### src/source/lms_sample_pkg.sv
/* LMS6002D sample definitions
   Bus and ADC widths plus the word and sample types shared by the datapaths */

`default_nettype none

package lms_sample_pkg;

   // Parallel data bus of one LMS chip
   localparam int LMS_DATA_W = 12;

   // Sample width used inside the radio core
   localparam int ADC_W = 14;

   // Zero bits appended below a received word to left-align it
   localparam int ADC_PAD_W = ADC_W - LMS_DATA_W;

   // One word as seen on the chip bus, RX or TX
   typedef logic [LMS_DATA_W-1:0] lms_word_t;

   // One aligned I or Q sample after capture
   typedef logic [ADC_W-1:0] adc_sample_t;

endpackage

`default_nettype wire

### src/source/lms_ctrl_pkg.sv
/* LMS front end control definitions
   SPI target count, chip select indices and the select vector type */

`default_nettype none

package lms_ctrl_pkg;

   // Targets on the shared SPI bus
   localparam int SPI_TARGETS = 3;

   // Select index per target
   // The clock DAC sits lowest since it has no MISO pin
   localparam int SPI_DAC  = 0;
   localparam int SPI_LMS1 = 1;   // First transceiver
   localparam int SPI_LMS2 = 2;   // Second transceiver

   // Active-low chip selects, one bit per target
   typedef logic [SPI_TARGETS-1:0] sen_vec_t;

endpackage

`default_nettype wire

### src/source/lms_rx_capture.sv
/* LMS receive capture
   Splits one chip's interleaved RX bus into left-aligned I and Q samples */

`default_nettype none

module lms_rx_capture #(
   parameter int PAD_W = lms_sample_pkg::ADC_PAD_W
) (
   input  wire                          lms_clk,
   input  wire                          rst_n_i,
   input  wire                          iqsel_i,   // High for I, low for Q
   input  wire lms_sample_pkg::lms_word_t   data_i,
   output lms_sample_pkg::adc_sample_t  i_o,
   output lms_sample_pkg::adc_sample_t  q_o,
   output logic                         valid_o
);

   lms_sample_pkg::adc_sample_t aligned_w;
   lms_sample_pkg::adc_sample_t i_r;
   lms_sample_pkg::adc_sample_t q_r;
   logic                        valid_r;

   // Chip word goes to the top of the ADC sample
   assign aligned_w = {data_i, {PAD_W{1'b0}}};

   always_ff @(posedge lms_clk or negedge rst_n_i)
   begin
      if (!rst_n_i)
      begin
         i_r     <= '0;
         q_r     <= '0;
         valid_r <= 1'b0;
      end
      else
      begin
         // A Q word closes the pair, so flag it with the Q load
         valid_r <= ~iqsel_i;
         if (iqsel_i)
         begin
            i_r <= aligned_w;   // I half
         end
         else
         begin
            q_r <= aligned_w;   // Q half
         end
      end
   end

   // No back-pressure, next pair simply overwrites
   assign i_o     = i_r;
   assign q_o     = q_r;
   assign valid_o = valid_r;

endmodule

`default_nettype wire

### src/source/lms_tx_interleave.sv
/* LMS transmit interleaver
   Puts one chip's I and Q words on its shared TX bus on alternate cycles */

`default_nettype none

module lms_tx_interleave (
   input  wire                           lms_clk,
   input  wire                           rst_n_i,
   input  wire lms_sample_pkg::lms_word_t    tx_i_i,
   input  wire lms_sample_pkg::lms_word_t    tx_q_i,
   output lms_sample_pkg::lms_word_t     data_o,
   output logic                          iqsel_o   // Low with I, high with Q
);

   // Which half of the pair goes out at the coming edge
   typedef enum logic {
      PH_Q = 1'b0,
      PH_I = 1'b1
   } tx_phase_t;

   tx_phase_t                  phase_r;
   tx_phase_t                  phase_nxt;
   lms_sample_pkg::lms_word_t  data_r;
   logic                       iqsel_r;

   // Phase flips on every clock
   assign phase_nxt = (phase_r == PH_I) ? PH_Q : PH_I;

   always_ff @(posedge lms_clk or negedge rst_n_i)
   begin
      if (!rst_n_i)
      begin
         phase_r <= PH_Q;    // First word out of reset is I
         data_r  <= '0;
         iqsel_r <= 1'b1;
      end
      else
      begin
         phase_r <= phase_nxt;
         if (phase_nxt == PH_I)
         begin
            data_r  <= tx_i_i;
            iqsel_r <= 1'b0;
         end
         else
         begin
            data_r  <= tx_q_i;
            iqsel_r <= 1'b1;
         end
      end
   end

   assign data_o  = data_r;
   assign iqsel_o = iqsel_r;

endmodule

`default_nettype wire

### src/source/lms_spi_fanout.sv
/* SPI fan-out
   Gates the master clock and data per target and merges target MISO lines */

`default_nettype none

module lms_spi_fanout #(
   parameter int NUM_MISO = 2
) (
   input  wire                               sclk_i,
   input  wire                               mosi_i,
   input  wire lms_ctrl_pkg::sen_vec_t       sen_i,    // Active low
   output logic [lms_ctrl_pkg::SPI_TARGETS-1:0] sclk_o,
   output logic [lms_ctrl_pkg::SPI_TARGETS-1:0] mosi_o,
   input  wire  [NUM_MISO-1:0]               miso_i,
   output logic                              miso_o
);

   // MISO capable targets take the upper select indices
   localparam int MISO_BASE = lms_ctrl_pkg::SPI_TARGETS - NUM_MISO;

   logic miso_acc;

   // Idle targets see a quiet bus
   for (genvar t = 0; t < lms_ctrl_pkg::SPI_TARGETS; t++)
   begin : g_target
      assign sclk_o[t] = ~sen_i[t] & sclk_i;
      assign mosi_o[t] = ~sen_i[t] & mosi_i;
   end

   always_comb
   begin
      miso_acc = 1'b0;
      for (int k = 0; k < NUM_MISO; k++)
      begin
         // Only a selected target may drive the return line
         miso_acc = miso_acc | (miso_i[k] & ~sen_i[MISO_BASE+k]);
      end
   end

   assign miso_o = miso_acc;

endmodule

`default_nettype wire

### src/source/umtrx_lms_frontend.sv
/* UmTRX LMS6002D front end
   Two RX captures, two TX interleavers and the SPI fan-out side by side */

`default_nettype none

module umtrx_lms_frontend #(
   parameter int PAD_W    = lms_sample_pkg::ADC_PAD_W,
   parameter int NUM_MISO = 2   // Both LMS chips, DAC is write only
) (
   input  wire                                  lms_clk,
   input  wire                                  rst_n_i,

   // LMS 1 receive
   input  wire                                  rx_iqsel_1_i,
   input  wire lms_sample_pkg::lms_word_t       rx_data_1_i,
   output lms_sample_pkg::adc_sample_t          rx_i_1_o,
   output lms_sample_pkg::adc_sample_t          rx_q_1_o,
   output logic                                 rx_valid_1_o,

   // LMS 2 receive
   input  wire                                  rx_iqsel_2_i,
   input  wire lms_sample_pkg::lms_word_t       rx_data_2_i,
   output lms_sample_pkg::adc_sample_t          rx_i_2_o,
   output lms_sample_pkg::adc_sample_t          rx_q_2_o,
   output logic                                 rx_valid_2_o,

   // Transmit, user words held as levels
   input  wire lms_sample_pkg::lms_word_t       tx_i_1_i,
   input  wire lms_sample_pkg::lms_word_t       tx_q_1_i,
   output lms_sample_pkg::lms_word_t            tx_data_1_o,
   output logic                                 tx_iqsel_1_o,
   input  wire lms_sample_pkg::lms_word_t       tx_i_2_i,
   input  wire lms_sample_pkg::lms_word_t       tx_q_2_i,
   output lms_sample_pkg::lms_word_t            tx_data_2_o,
   output logic                                 tx_iqsel_2_o,

   // SPI master side
   input  wire                                  spi_sclk_i,
   input  wire                                  spi_mosi_i,
   input  wire lms_ctrl_pkg::sen_vec_t          spi_sen_i,
   output logic                                 spi_miso_o,

   // SPI target side
   output logic [lms_ctrl_pkg::SPI_TARGETS-1:0] spi_sclk_o,
   output logic [lms_ctrl_pkg::SPI_TARGETS-1:0] spi_mosi_o,
   output lms_ctrl_pkg::sen_vec_t               spi_sen_o,
   input  wire  [NUM_MISO-1:0]                  spi_miso_i
);

   lms_rx_capture #(.PAD_W(PAD_W)) u_rx_1 (
      .lms_clk (lms_clk),
      .rst_n_i (rst_n_i),
      .iqsel_i (rx_iqsel_1_i),
      .data_i  (rx_data_1_i),
      .i_o     (rx_i_1_o),
      .q_o     (rx_q_1_o),
      .valid_o (rx_valid_1_o)
   );

   lms_rx_capture #(.PAD_W(PAD_W)) u_rx_2 (
      .lms_clk (lms_clk),
      .rst_n_i (rst_n_i),
      .iqsel_i (rx_iqsel_2_i),
      .data_i  (rx_data_2_i),
      .i_o     (rx_i_2_o),
      .q_o     (rx_q_2_o),
      .valid_o (rx_valid_2_o)
   );

   lms_tx_interleave u_tx_1 (
      .lms_clk (lms_clk),
      .rst_n_i (rst_n_i),
      .tx_i_i  (tx_i_1_i),
      .tx_q_i  (tx_q_1_i),
      .data_o  (tx_data_1_o),
      .iqsel_o (tx_iqsel_1_o)
   );

   lms_tx_interleave u_tx_2 (
      .lms_clk (lms_clk),
      .rst_n_i (rst_n_i),
      .tx_i_i  (tx_i_2_i),
      .tx_q_i  (tx_q_2_i),
      .data_o  (tx_data_2_o),
      .iqsel_o (tx_iqsel_2_o)
   );

   lms_spi_fanout #(.NUM_MISO(NUM_MISO)) u_spi (
      .sclk_i  (spi_sclk_i),
      .mosi_i  (spi_mosi_i),
      .sen_i   (spi_sen_i),
      .sclk_o  (spi_sclk_o),
      .mosi_o  (spi_mosi_o),
      .miso_i  (spi_miso_i),
      .miso_o  (spi_miso_o)
   );

   assign spi_sen_o = spi_sen_i;   // Selects go straight to the pins

endmodule

`default_nettype wire

### config.mk
export PLATFORM = sky130hd
export DESIGN_NAME = umtrx_lms_frontend
export DESIGN_NICKNAME = d
export VERILOG_FILES = /design/src/source/lms_sample_pkg.sv /design/src/source/lms_ctrl_pkg.sv /design/src/source/lms_rx_capture.sv /design/src/source/lms_tx_interleave.sv /design/src/source/lms_spi_fanout.sv /design/src/source/umtrx_lms_frontend.sv
export SDC_FILE = /design/constraint.sdc
export NUM_CORES = 1
export LEC_CHECK = 0
export BUFFER_PORTS_ARGS = -buffer_cell sky130_fd_sc_hd__buf_2
export CAP_MARGIN = 20
export CORE_MARGIN = 5
export CORE_UTILIZATION = 44
export DETAILED_ROUTE_END_ITERATION = 8
export PLACE_DENSITY = 0.8
export SYNTH_ARGS = -nofsm -noshare
export SYNTH_HDL_FRONTEND = slang
export SYNTH_SLANG_ARGS = --single-unit
export TNS_END_PERCENT = 5
### constraint.sdc
create_clock -name lms_clk -period 1.25 [get_ports lms_clk]
set_input_delay 0.125 -clock lms_clk [delete_from_list [all_inputs] [get_ports lms_clk]]
set_output_delay 0.125 -clock lms_clk [all_outputs]
set_load 0.05 [all_outputs]
# Yosys cells after proc, flatten, opt, wreduce, memory -nomap -nowiden

Index checks and enable logic that the tools add are counted.

Output and inout bits: 94
Logic and storage cells: 32
Flip-flop bits (word level): 78

Bitwise logic cells: 14
Mux-type cells: 6

Operators by type and width:

| cell               | number |
|---|---|
| 12-bit two-way mux | 2 |
| 1-bit bitwise AND  | 8 |
| 1-bit inverter     | 5 |
| 1-bit two-way mux  | 4 |
| 1-bit bitwise OR   | 1 |

# Logic depth before layout (Yosys ltp)

Gate-level depths: netlist of run 1.

Word-level depth: 3
Gate-level depth with buffers: 3
Mapped depth without buffers: 2

# By module

A second synthesis of run 1 with hierarchy kept.

Cell total of the unflattened synthesis: 184
Area, all modules: 3263.1 µm²

By module, submodules not included:

| module             | area each (µm²) | cells an instance | instances | seq. area each (µm²) |
|---|---|---|---|---|
| lms_rx_capture     | 1056.0          | 58                | 2         | 625.6 |
| lms_tx_interleave  | 535.5           | 28                | 2         | 351.6 |
| lms_spi_fanout     | 57.6            | 9                 | 1         | 0.0 |
| umtrx_lms_frontend | 22.5            | 3                 | 1         | 0.0 |

# Worst setup path before layout of run 1

OpenSTA, ideal clock, no wires.

Path kind: in2out
Start point: input spi_miso_i[0]
End point: output spi_miso_o
Data required time: 1.125 ns
Setup slack: 0.203 ns
Arrival time: 0.922 ns
Buffers on the path: 0
Cell stages on the path: 2
Cells stage by stage: inv_1 -> o22ai_1

Cells in the longest elaborated chain, start to end: 2

Ends and longest elaborated chain:

| element           | line                     | source |
|---|---|---|
| from (decl)       | umtrx_lms_frontend.sv:47 | `input wire [NUM_MISO-1:0] spi_miso_i` |
| 1-bit bitwise AND | lms_spi_fanout.sv:36     | `miso_acc = miso_acc \| (miso_i[k] & ~sen_i[MISO_BASE+k]);` |
| 1-bit bitwise OR  | lms_spi_fanout.sv:36     |  |
| to (decl)         | umtrx_lms_frontend.sv:41 | `output logic spi_miso_o,` |

No other way between the ends.

# Final worst setup path of run 1

Start point: register u_tx_2.iqsel_r, in the netlist u_tx_2.iqsel_o
End point: output tx_iqsel_2_o

RTL lines:

| element                | line                     | source |
|---|---|---|
| from (decl)            | lms_tx_interleave.sv:24  | `logic iqsel_r;` |
| from (signal assigned) | lms_tx_interleave.sv:35  | `iqsel_r <= 1'b1;` |
| from (signal assigned) | lms_tx_interleave.sv:43  | `iqsel_r <= 1'b0;` |
| from (signal assigned) | lms_tx_interleave.sv:48  | `iqsel_r <= 1'b1;` |
| to (decl)              | umtrx_lms_frontend.sv:35 | `output logic tx_iqsel_2_o,` |

No word-level cell between the ends.

==> flow_summary.json, run 1 <==
{
  "run_status": "complete, no violations",
  "drt_first_pass_iters": 4,
  "critPathLaunchType": "register",
  "via_per_inst": 4.39,
  "p_per_area_nw_per_um2": 1450,
  "dieArea_um2": 9020,
  "wl_per_cell_um": 14.8,
  "setup_tns_ps": 0,
  "yosysTopAreaCell": "dfrtp_1",
  "drt-initial-drc-count": 42,
  "postRouteAntennaNets": 0,
  "final_core_util_pct": 62.9,
  "p_leak_nw": 2.36,
  "synth_common_cells": "76 x dfrtp_1, 38 x mux2_4, 34 x mux2_2",
  "design_area_um2": 4490,
  "swShare_pct": 31.7,
  "p_int_w": 0.00444,
  "yosysMostFrequentCell": "dfrtp_1",
  "synth_cell_types": 11,
  "p_clk_share_pct": 30.9,
  "slew_violations": 0,
  "critPathArrivalTime_ps": 1060,
  "vias": 2110,
  "setup_viol": 0,
  "synth.ff_latch_count": 78,
  "seq_area_um2": 1950,
  "p_seq_share_pct": 43.3,
  "synth-edff-count": 0,
  "globalRouteTotalUtil_pct": 15.6,
  "crit_slowest_cell": "dfstp_2",
  "nets": 460,
  "io_buffers": 168,
  "grt_first_pass_wirelength_mm": 10.6,
  "min_period_over_period_pct": 94.8,
  "nFillCells": 595,
  "post_cts_buffers": 0,
  "core-area_um2": 7140,
  "cap_violations": 0,
  "synth_top_area_share_pct": 59.8,
  "place_inst": 446,
  "cp_data_required_time_ps": 1120,
  "numCtsBuffers": 9,
  "syn_avg_cell_area_um2": 17.4,
  "antenna_found_initial": 0,
  "end_kind": "output port",
  "row_count": 31,
  "synth.yosys.seq_area_share_pct": 61.5,
  "cts_buffer_depth": 2,
  "ir_drop_mv": 0.826,
  "crit_chain": "buf_4",
  "crit_family": "flip-flops",
  "max_stage_delay_ps": 530,
  "gp_congestion": 0.693,
  "start_util_pct": 44.5,
  "ioPinCount": 177,
  "synthCells": 183,
  "cts_root_buf": "clkbuf_8",
  "diodes": 0,
  "path_class": "register to output port",
  "period_needed_ps": 1180,
  "hold_violations": 0,
  "fin_ws_ps": 65.5,
  "grt_pass1_vias": 2170,
  "yosysWarningCount": 0,
  "rsz0062_at_grt": "no",
  "die_height_um": 95.0,
  "power_frac_comb_pct": 25.8,
  "drt_wl_total_mm": 7.12,
  "finalClockSkew_ps": 6.71,
  "synthArstFlopShare_pct": 100,
  "pre_cts_ws_ps": 164,
  "fin_cells": 481,
  "post-dp-hpwl_mm": 5.41,
  "clk_latency_ps": 340,
  "worstHoldPathType": "primary input to register",
  "grt_max_degree": 39,
  "synthFlopType": "dfrtp_1",
  "crit_fanout": 1,
  "cts.sinks": 78,
  "drc": 0,
  "switching_power_w": 0.00206,
  "path_clk_slew_ps": 80,
  "grt-ovfl-total": 0,
  "fmaxAchievable_ghz": 0.844,
  "syn_to_final_growth_pct": 41.3,
  "htreeDepth": 3,
  "cts_tree": "done",
  "multi_input_area_um2": 1030,
  "crit_buf_inv": 1,
  "ys_top_cells_by_area": "dfrtp_1 60%, mux2_4 18%, mux2_2 12%",
  "place_area_um2": 4080,
  "drive_above_1_share_pct": 69.1,
  "syn_area_um2": 3180,
  "dieWidth_um": 95.0
}
## cell type report
type	instances	area share, %
well taps	99	2.76
multi-input cells	87	22.9
repair buffers	195	25.6
inverters	6	0.501
clock buffers	12	3.23
flip-flops and latches	78	43.5
clock inverters	4	1.56
## power groups by stage
stage | logic, W | clock network (W) | registers (W)
detailed placement | 0.00165 | 0 | 0.00286
finish | 0.00168 | 0.00201 | 0.00281
floorplan | 0.000491 | 0 | 0.00357
global placement | 0.00162 | 0 | 0.00286
CTS | 0.00166 | 0.00207 | 0.00282
global route | 0.00176 | 0.00220 | 0.00284
## cell families (layout without fill, tap and decap cells)
kind of cell           after synthesis  after routing  synth area share, %
flip-flops                          78             78                 61.5
multiplexers                        72             72                 30.0
buffers and inverters               25            217                 7.01
AND/OR/NAND/NOR                      6              6                 1.18
other                                1              8                0.118
AO/OA/AOI/OAI                        1              1                0.197
## layer usage
layer	vias up	GRT usage (%)	routed length, um
li1	993	-	-
met1	1025	17.7	2720
met2	88	25.8	3680
met3	4	6.69	666
met4	0	6.13	55
met5	-	0	0
## cells in the final DEF (no fill, tap or decap), types with 4 or more instances in the layout
cell type	count
buf_2	165
dfrtp_1	76
mux2_4	38
mux2_2	34
dlygate4sd3_1	19
clkbuf_8	10
conb_1	8
buf_4	7
inv_1	6
nor2b_1	6
buf_12	4
## repair_timing
action                                  4_1_cts  5_1_grt
resized for setup                             2        0
endpoints found under the setup margin        2        0
hold buffers                                  5       14
hold endpoints to repair                     80        8
## worst paths after layout
| path | from | endpoint | slack [ps] | depth (start not counted) |
|---|---|---|---|---|
| max reg2reg | u_tx_1.phase_r$_DFF_PN0_ | u_tx_1.data_o[8]$_DFF_PN0_ | 150 | 2 |
| max | u_tx_2.iqsel_o$_DFF_PN1_ | tx_iqsel_2_o | 70 | 1 |
| min reg2reg | u_rx_2.i_o[13]$_DFFE_PN0P_ | u_rx_2.i_o[13]$_DFFE_PN0P_ | 500 | 1 |
| min | tx_q_1_i[3] | u_tx_1.data_o[3]$_DFF_PN0_ | 20 | 2 |
| max in group asynchronous | rst_n_i | u_tx_1.iqsel_o$_DFF_PN1_ | 490 | 3 |
| min in group asynchronous | rst_n_i | u_rx_2.i_o[12]$_DFFE_PN0P_ | 210 | 2 |
## state kept, by name, indices dropped and copies added, names as in the netlist
register and count:
u_rx_2.i_o 12, u_tx_1.iqsel_o 1, u_tx_1.data_o 12, u_rx_1.q_o 12, u_rx_1.valid_o 1, u_rx_2.q_o 12, u_tx_2.iqsel_o 1, u_rx_1.i_o 12
u_rx_2.valid_o 1, u_tx_1.phase_r 1, u_tx_2.data_o 12, u_tx_2.phase_r 1
## stage by stage
stage	hold WS (ps)	total power (W)
6_report	17.5	0.00650
5_1_grt	1.54	0.00680
4_1_cts	0.0790	0.00655
3_5_place_dp	24.3	0.00451
3_3_place_gp	17.9	0.00447
2_1_floorplan	-171	0.00406
Power figures use the tool's default switching activity.
==> run 2, diff against run 1 <==
--- a/config.mk
+++ b/config.mk
@@ -5,6 +5,7 @@
 export SDC_FILE = /design/constraint.sdc
 export NUM_CORES = 1
 export LEC_CHECK = 0
+export ABC_AREA = 1
 export BUFFER_PORTS_ARGS = -buffer_cell sky130_fd_sc_hd__buf_2
 export CAP_MARGIN = 20
 export CORE_MARGIN = 5
==> run 2 against run 1 <==
Clock power is 3% higher. Fmax is 0.80% higher. Wire length rose by 35%. Combinational power is 2% lower. Register-to-register slack lost 50 ps. Via count increased by 44%. Critical endpoint is now tx_iqsel_1_o. Highest routed layer unchanged.
==> flow_summary.json, run 2 <==
{
  "p_seq_share_pct": 42.9,
  "syn_area_um2": 3110,
  "ys_top_cells_by_area": "dfrtp_1 61%, nand2_1 25%, buf_4 3.6%",
  "end_kind": "output port",
  "worstHoldPathType": "primary input to register",
  "swShare_pct": 33.0,
  "p_per_area_nw_per_um2": 1340,
  "grt_first_pass_wirelength_mm": 15.9,
  "synth.yosys.seq_area_share_pct": 62.8,
  "drt_first_pass_iters": 4,
  "io_buffers": 168,
  "grt_pass1_vias": 3238,
  "crit_buf_inv": 1,
  "synth-edff-count": 0,
  "vias": 3030,
  "wl_per_cell_um": 14.3,
  "fmaxAchievable_ghz": 0.851,
  "period_needed_ps": 1180,
  "grt-ovfl-total": 0,
  "grtUsageMet2_pct": 38.7,
  "via_per_inst": 4.49,
  "crit_fanout": 1,
  "rsz0062_at_grt": "no",
  "crit_chain": "buf_4",
  "post-dp-hpwl_mm": 5.86,
  "ir_drop_mv": 0.819,
  "yosysWarningCount": 0,
  "synth_top_area_share_pct": 61.1,
  "setup_tns_ps": 0,
  "drc": 0,
  "p_clk_share_pct": 31.9,
  "synth_common_cells": "207 x nand2_1, 76 x dfrtp_1, 15 x buf_4",
  "p_int_w": 0.00436,
  "dieWidth_um": 94.1,
  "die_height_um": 94.1,
  "gr-usage-met1_pct": 27.5,
  "final_common_cell": "nand2_1",
  "max_stage_delay_ps": 530,
  "crit_family": "flip-flops",
  "design_area_um2": 4850,
  "run_status": "complete, no violations",
  "numCtsBuffers": 9,
  "globalRouteTotalUtil_pct": 23.2,
  "synthArstFlopShare_pct": 100,
  "postRouteAntennaNets": 0,
  "yosysMostFrequentCell": "nand2_1",
  "ioPinCount": 177,
  "cts_buffer_depth": 2,
  "grt_max_degree": 26,
  "crit_slowest_cell": "dfstp_2",
  "power_frac_comb_pct": 25.2,
  "mostFrequentLayoutCells": "207 x nand2_1, 165 x buf_2, 76 x dfrtp_1",
  "setup_viol": 0,
  "start_util_pct": 45.6,
  "htreeDepth": 3,
  "hold_violations": 0,
  "diodes": 0,
  "row_count": 30,
  "dieArea_um2": 8860,
  "finalClockSkew_ps": 5.68,
  "critPathArrivalTime_ps": 1050,
  "synth_cell_types": 14,
  "cts.sinks": 78,
  "synthFlopType": "dfrtp_1",
  "path_clk_slew_ps": 80,
  "gp_congestion": 0.790,
  "nFillCells": 490,
  "cap_violations": 0,
  "drt-initial-drc-count": 133,
  "synthCells": 337,
  "grt_util_met3_pct": 7.21,
  "synth.ff_latch_count": 78,
  "syn_to_final_growth_pct": 55.9,
  "core-area_um2": 6830,
  "drive_above_1_share_pct": 35.8,
  "grt-busiest-layer": "met2",
  "slew_violations": 0,
  "path_class": "register to output port",
  "cp_data_required_time_ps": 1120,
  "p_leak_nw": 2.77,
  "critPathLaunchType": "register",
  "switching_power_w": 0.00215,
  "nets": 657,
  "min_period_over_period_pct": 94.0,
  "cts_root_buf": "clkbuf_8",
  "clk_latency_ps": 340,
  "yosysTopAreaCell": "dfrtp_1",
  "drt_wl_total_mm": 9.64,
  "place_area_um2": 3920,
  "syn_avg_cell_area_um2": 9.24,
  "cts_tree": "done",
  "antenna_found_initial": 0
}
## run 2: metal layers
layer	up-vias	part of all wire [%]
met2	153	49
li1	1453	-
met5	-	0
met4	0	2.2
met1	1403	39
met3	21	9.5
## run 2: worst paths after layout
kind,start,to,slack (ps),cells past startpoint
worst min register to register,u_rx_1.i_o[9]$_DFFE_PN0P_,u_rx_1.i_o[9]$_DFFE_PN0P_,480,2
max in group asynchronous,rst_n_i,u_tx_2.iqsel_o$_DFF_PN1_,540,3
worst min-delay path,rx_data_1_i[3],u_rx_1.i_o[5]$_DFFE_PN0P_,10,3
worst max register to register,u_tx_2.phase_r$_DFF_PN0_,u_tx_2.data_o[7]$_DFF_PN0_,100,3
worst max-delay path,u_tx_1.iqsel_o$_DFF_PN1_,tx_iqsel_1_o,70,1
min in group asynchronous,rst_n_i,u_rx_1.i_o[7]$_DFFE_PN0P_,210,2
## run 2: repair_timing
item,4_1_cts,5_1_grt
hold buffers,70,0
resized for setup,2,0
hold endpoints to repair,142,0
setup endpoints to repair,2,0
setup buffers,0,0
## run 2: power groups by stage
| stage | clock network [W] | logic, W | registers, W |
|---|---|---|---|
| 2_1_floorplan | 0 | 0.000388 | 0.00349 |
| 3_3_place_gp | 0 | 0.00144 | 0.00283 |
| 3_5_place_dp | 0 | 0.00146 | 0.00284 |
| 4_1_cts | 0.00213 | 0.00163 | 0.00279 |
| 5_1_grt | 0.00225 | 0.00175 | 0.00282 |
| 6_report | 0.00208 | 0.00164 | 0.00279 |
## run 2: worst register-to-register path: cells and delay by family, from the launching register on
kind	cells	cell delay, ps
DFF	1	640
and+or+nand+nor	2	200
buffers and inverters	1	210
## run 2: final cells by class
cell class | count | area, um^2 | area share [%]
Timing Repair Buffer | 244 | 1610 | 33.1
Clock inverter | 5 | 82.6 | 1.70
Tap cell | 96 | 120 | 2.48
Inverter | 8 | 42.5 | 0.877
Multi-Input combinational cell | 233 | 905 | 18.6
Clock buffer | 11 | 141 | 2.91
Sequential cell | 78 | 1950 | 40.3
## run 2: cells by family (layout without fill, tap and decap cells)
| group | count (synthesis) | in the layout | share of synthesized area (%) |
|---|---|---|---|
| other | 1 | 8 | 0.120 |
| and+or+nand+nor | 225 | 225 | 28.1 |
| DFF | 78 | 78 | 62.8 |
| buffers and inverters | 33 | 268 | 9.00 |
## run 2: metrics by stage
step / total power, W / hold WS, ps / std cells / util [%] / setup WS [ps]
detailed placement: 0.00430 / 32.6 / 589 / 57.4 / 180
global route: 0.00681 / 14.7 / 675 / 71.0 / 3.72
finish: 0.00651 / 13.8 / 675 / 71.0 / 74.9
CTS: 0.00655 / 0.545 / 675 / 71.0 / 48.0
floorplan: 0.00387 / -171 / 344 / - / 313
global placement: 0.00427 / 29.0 / 589 / 57.4 / 233
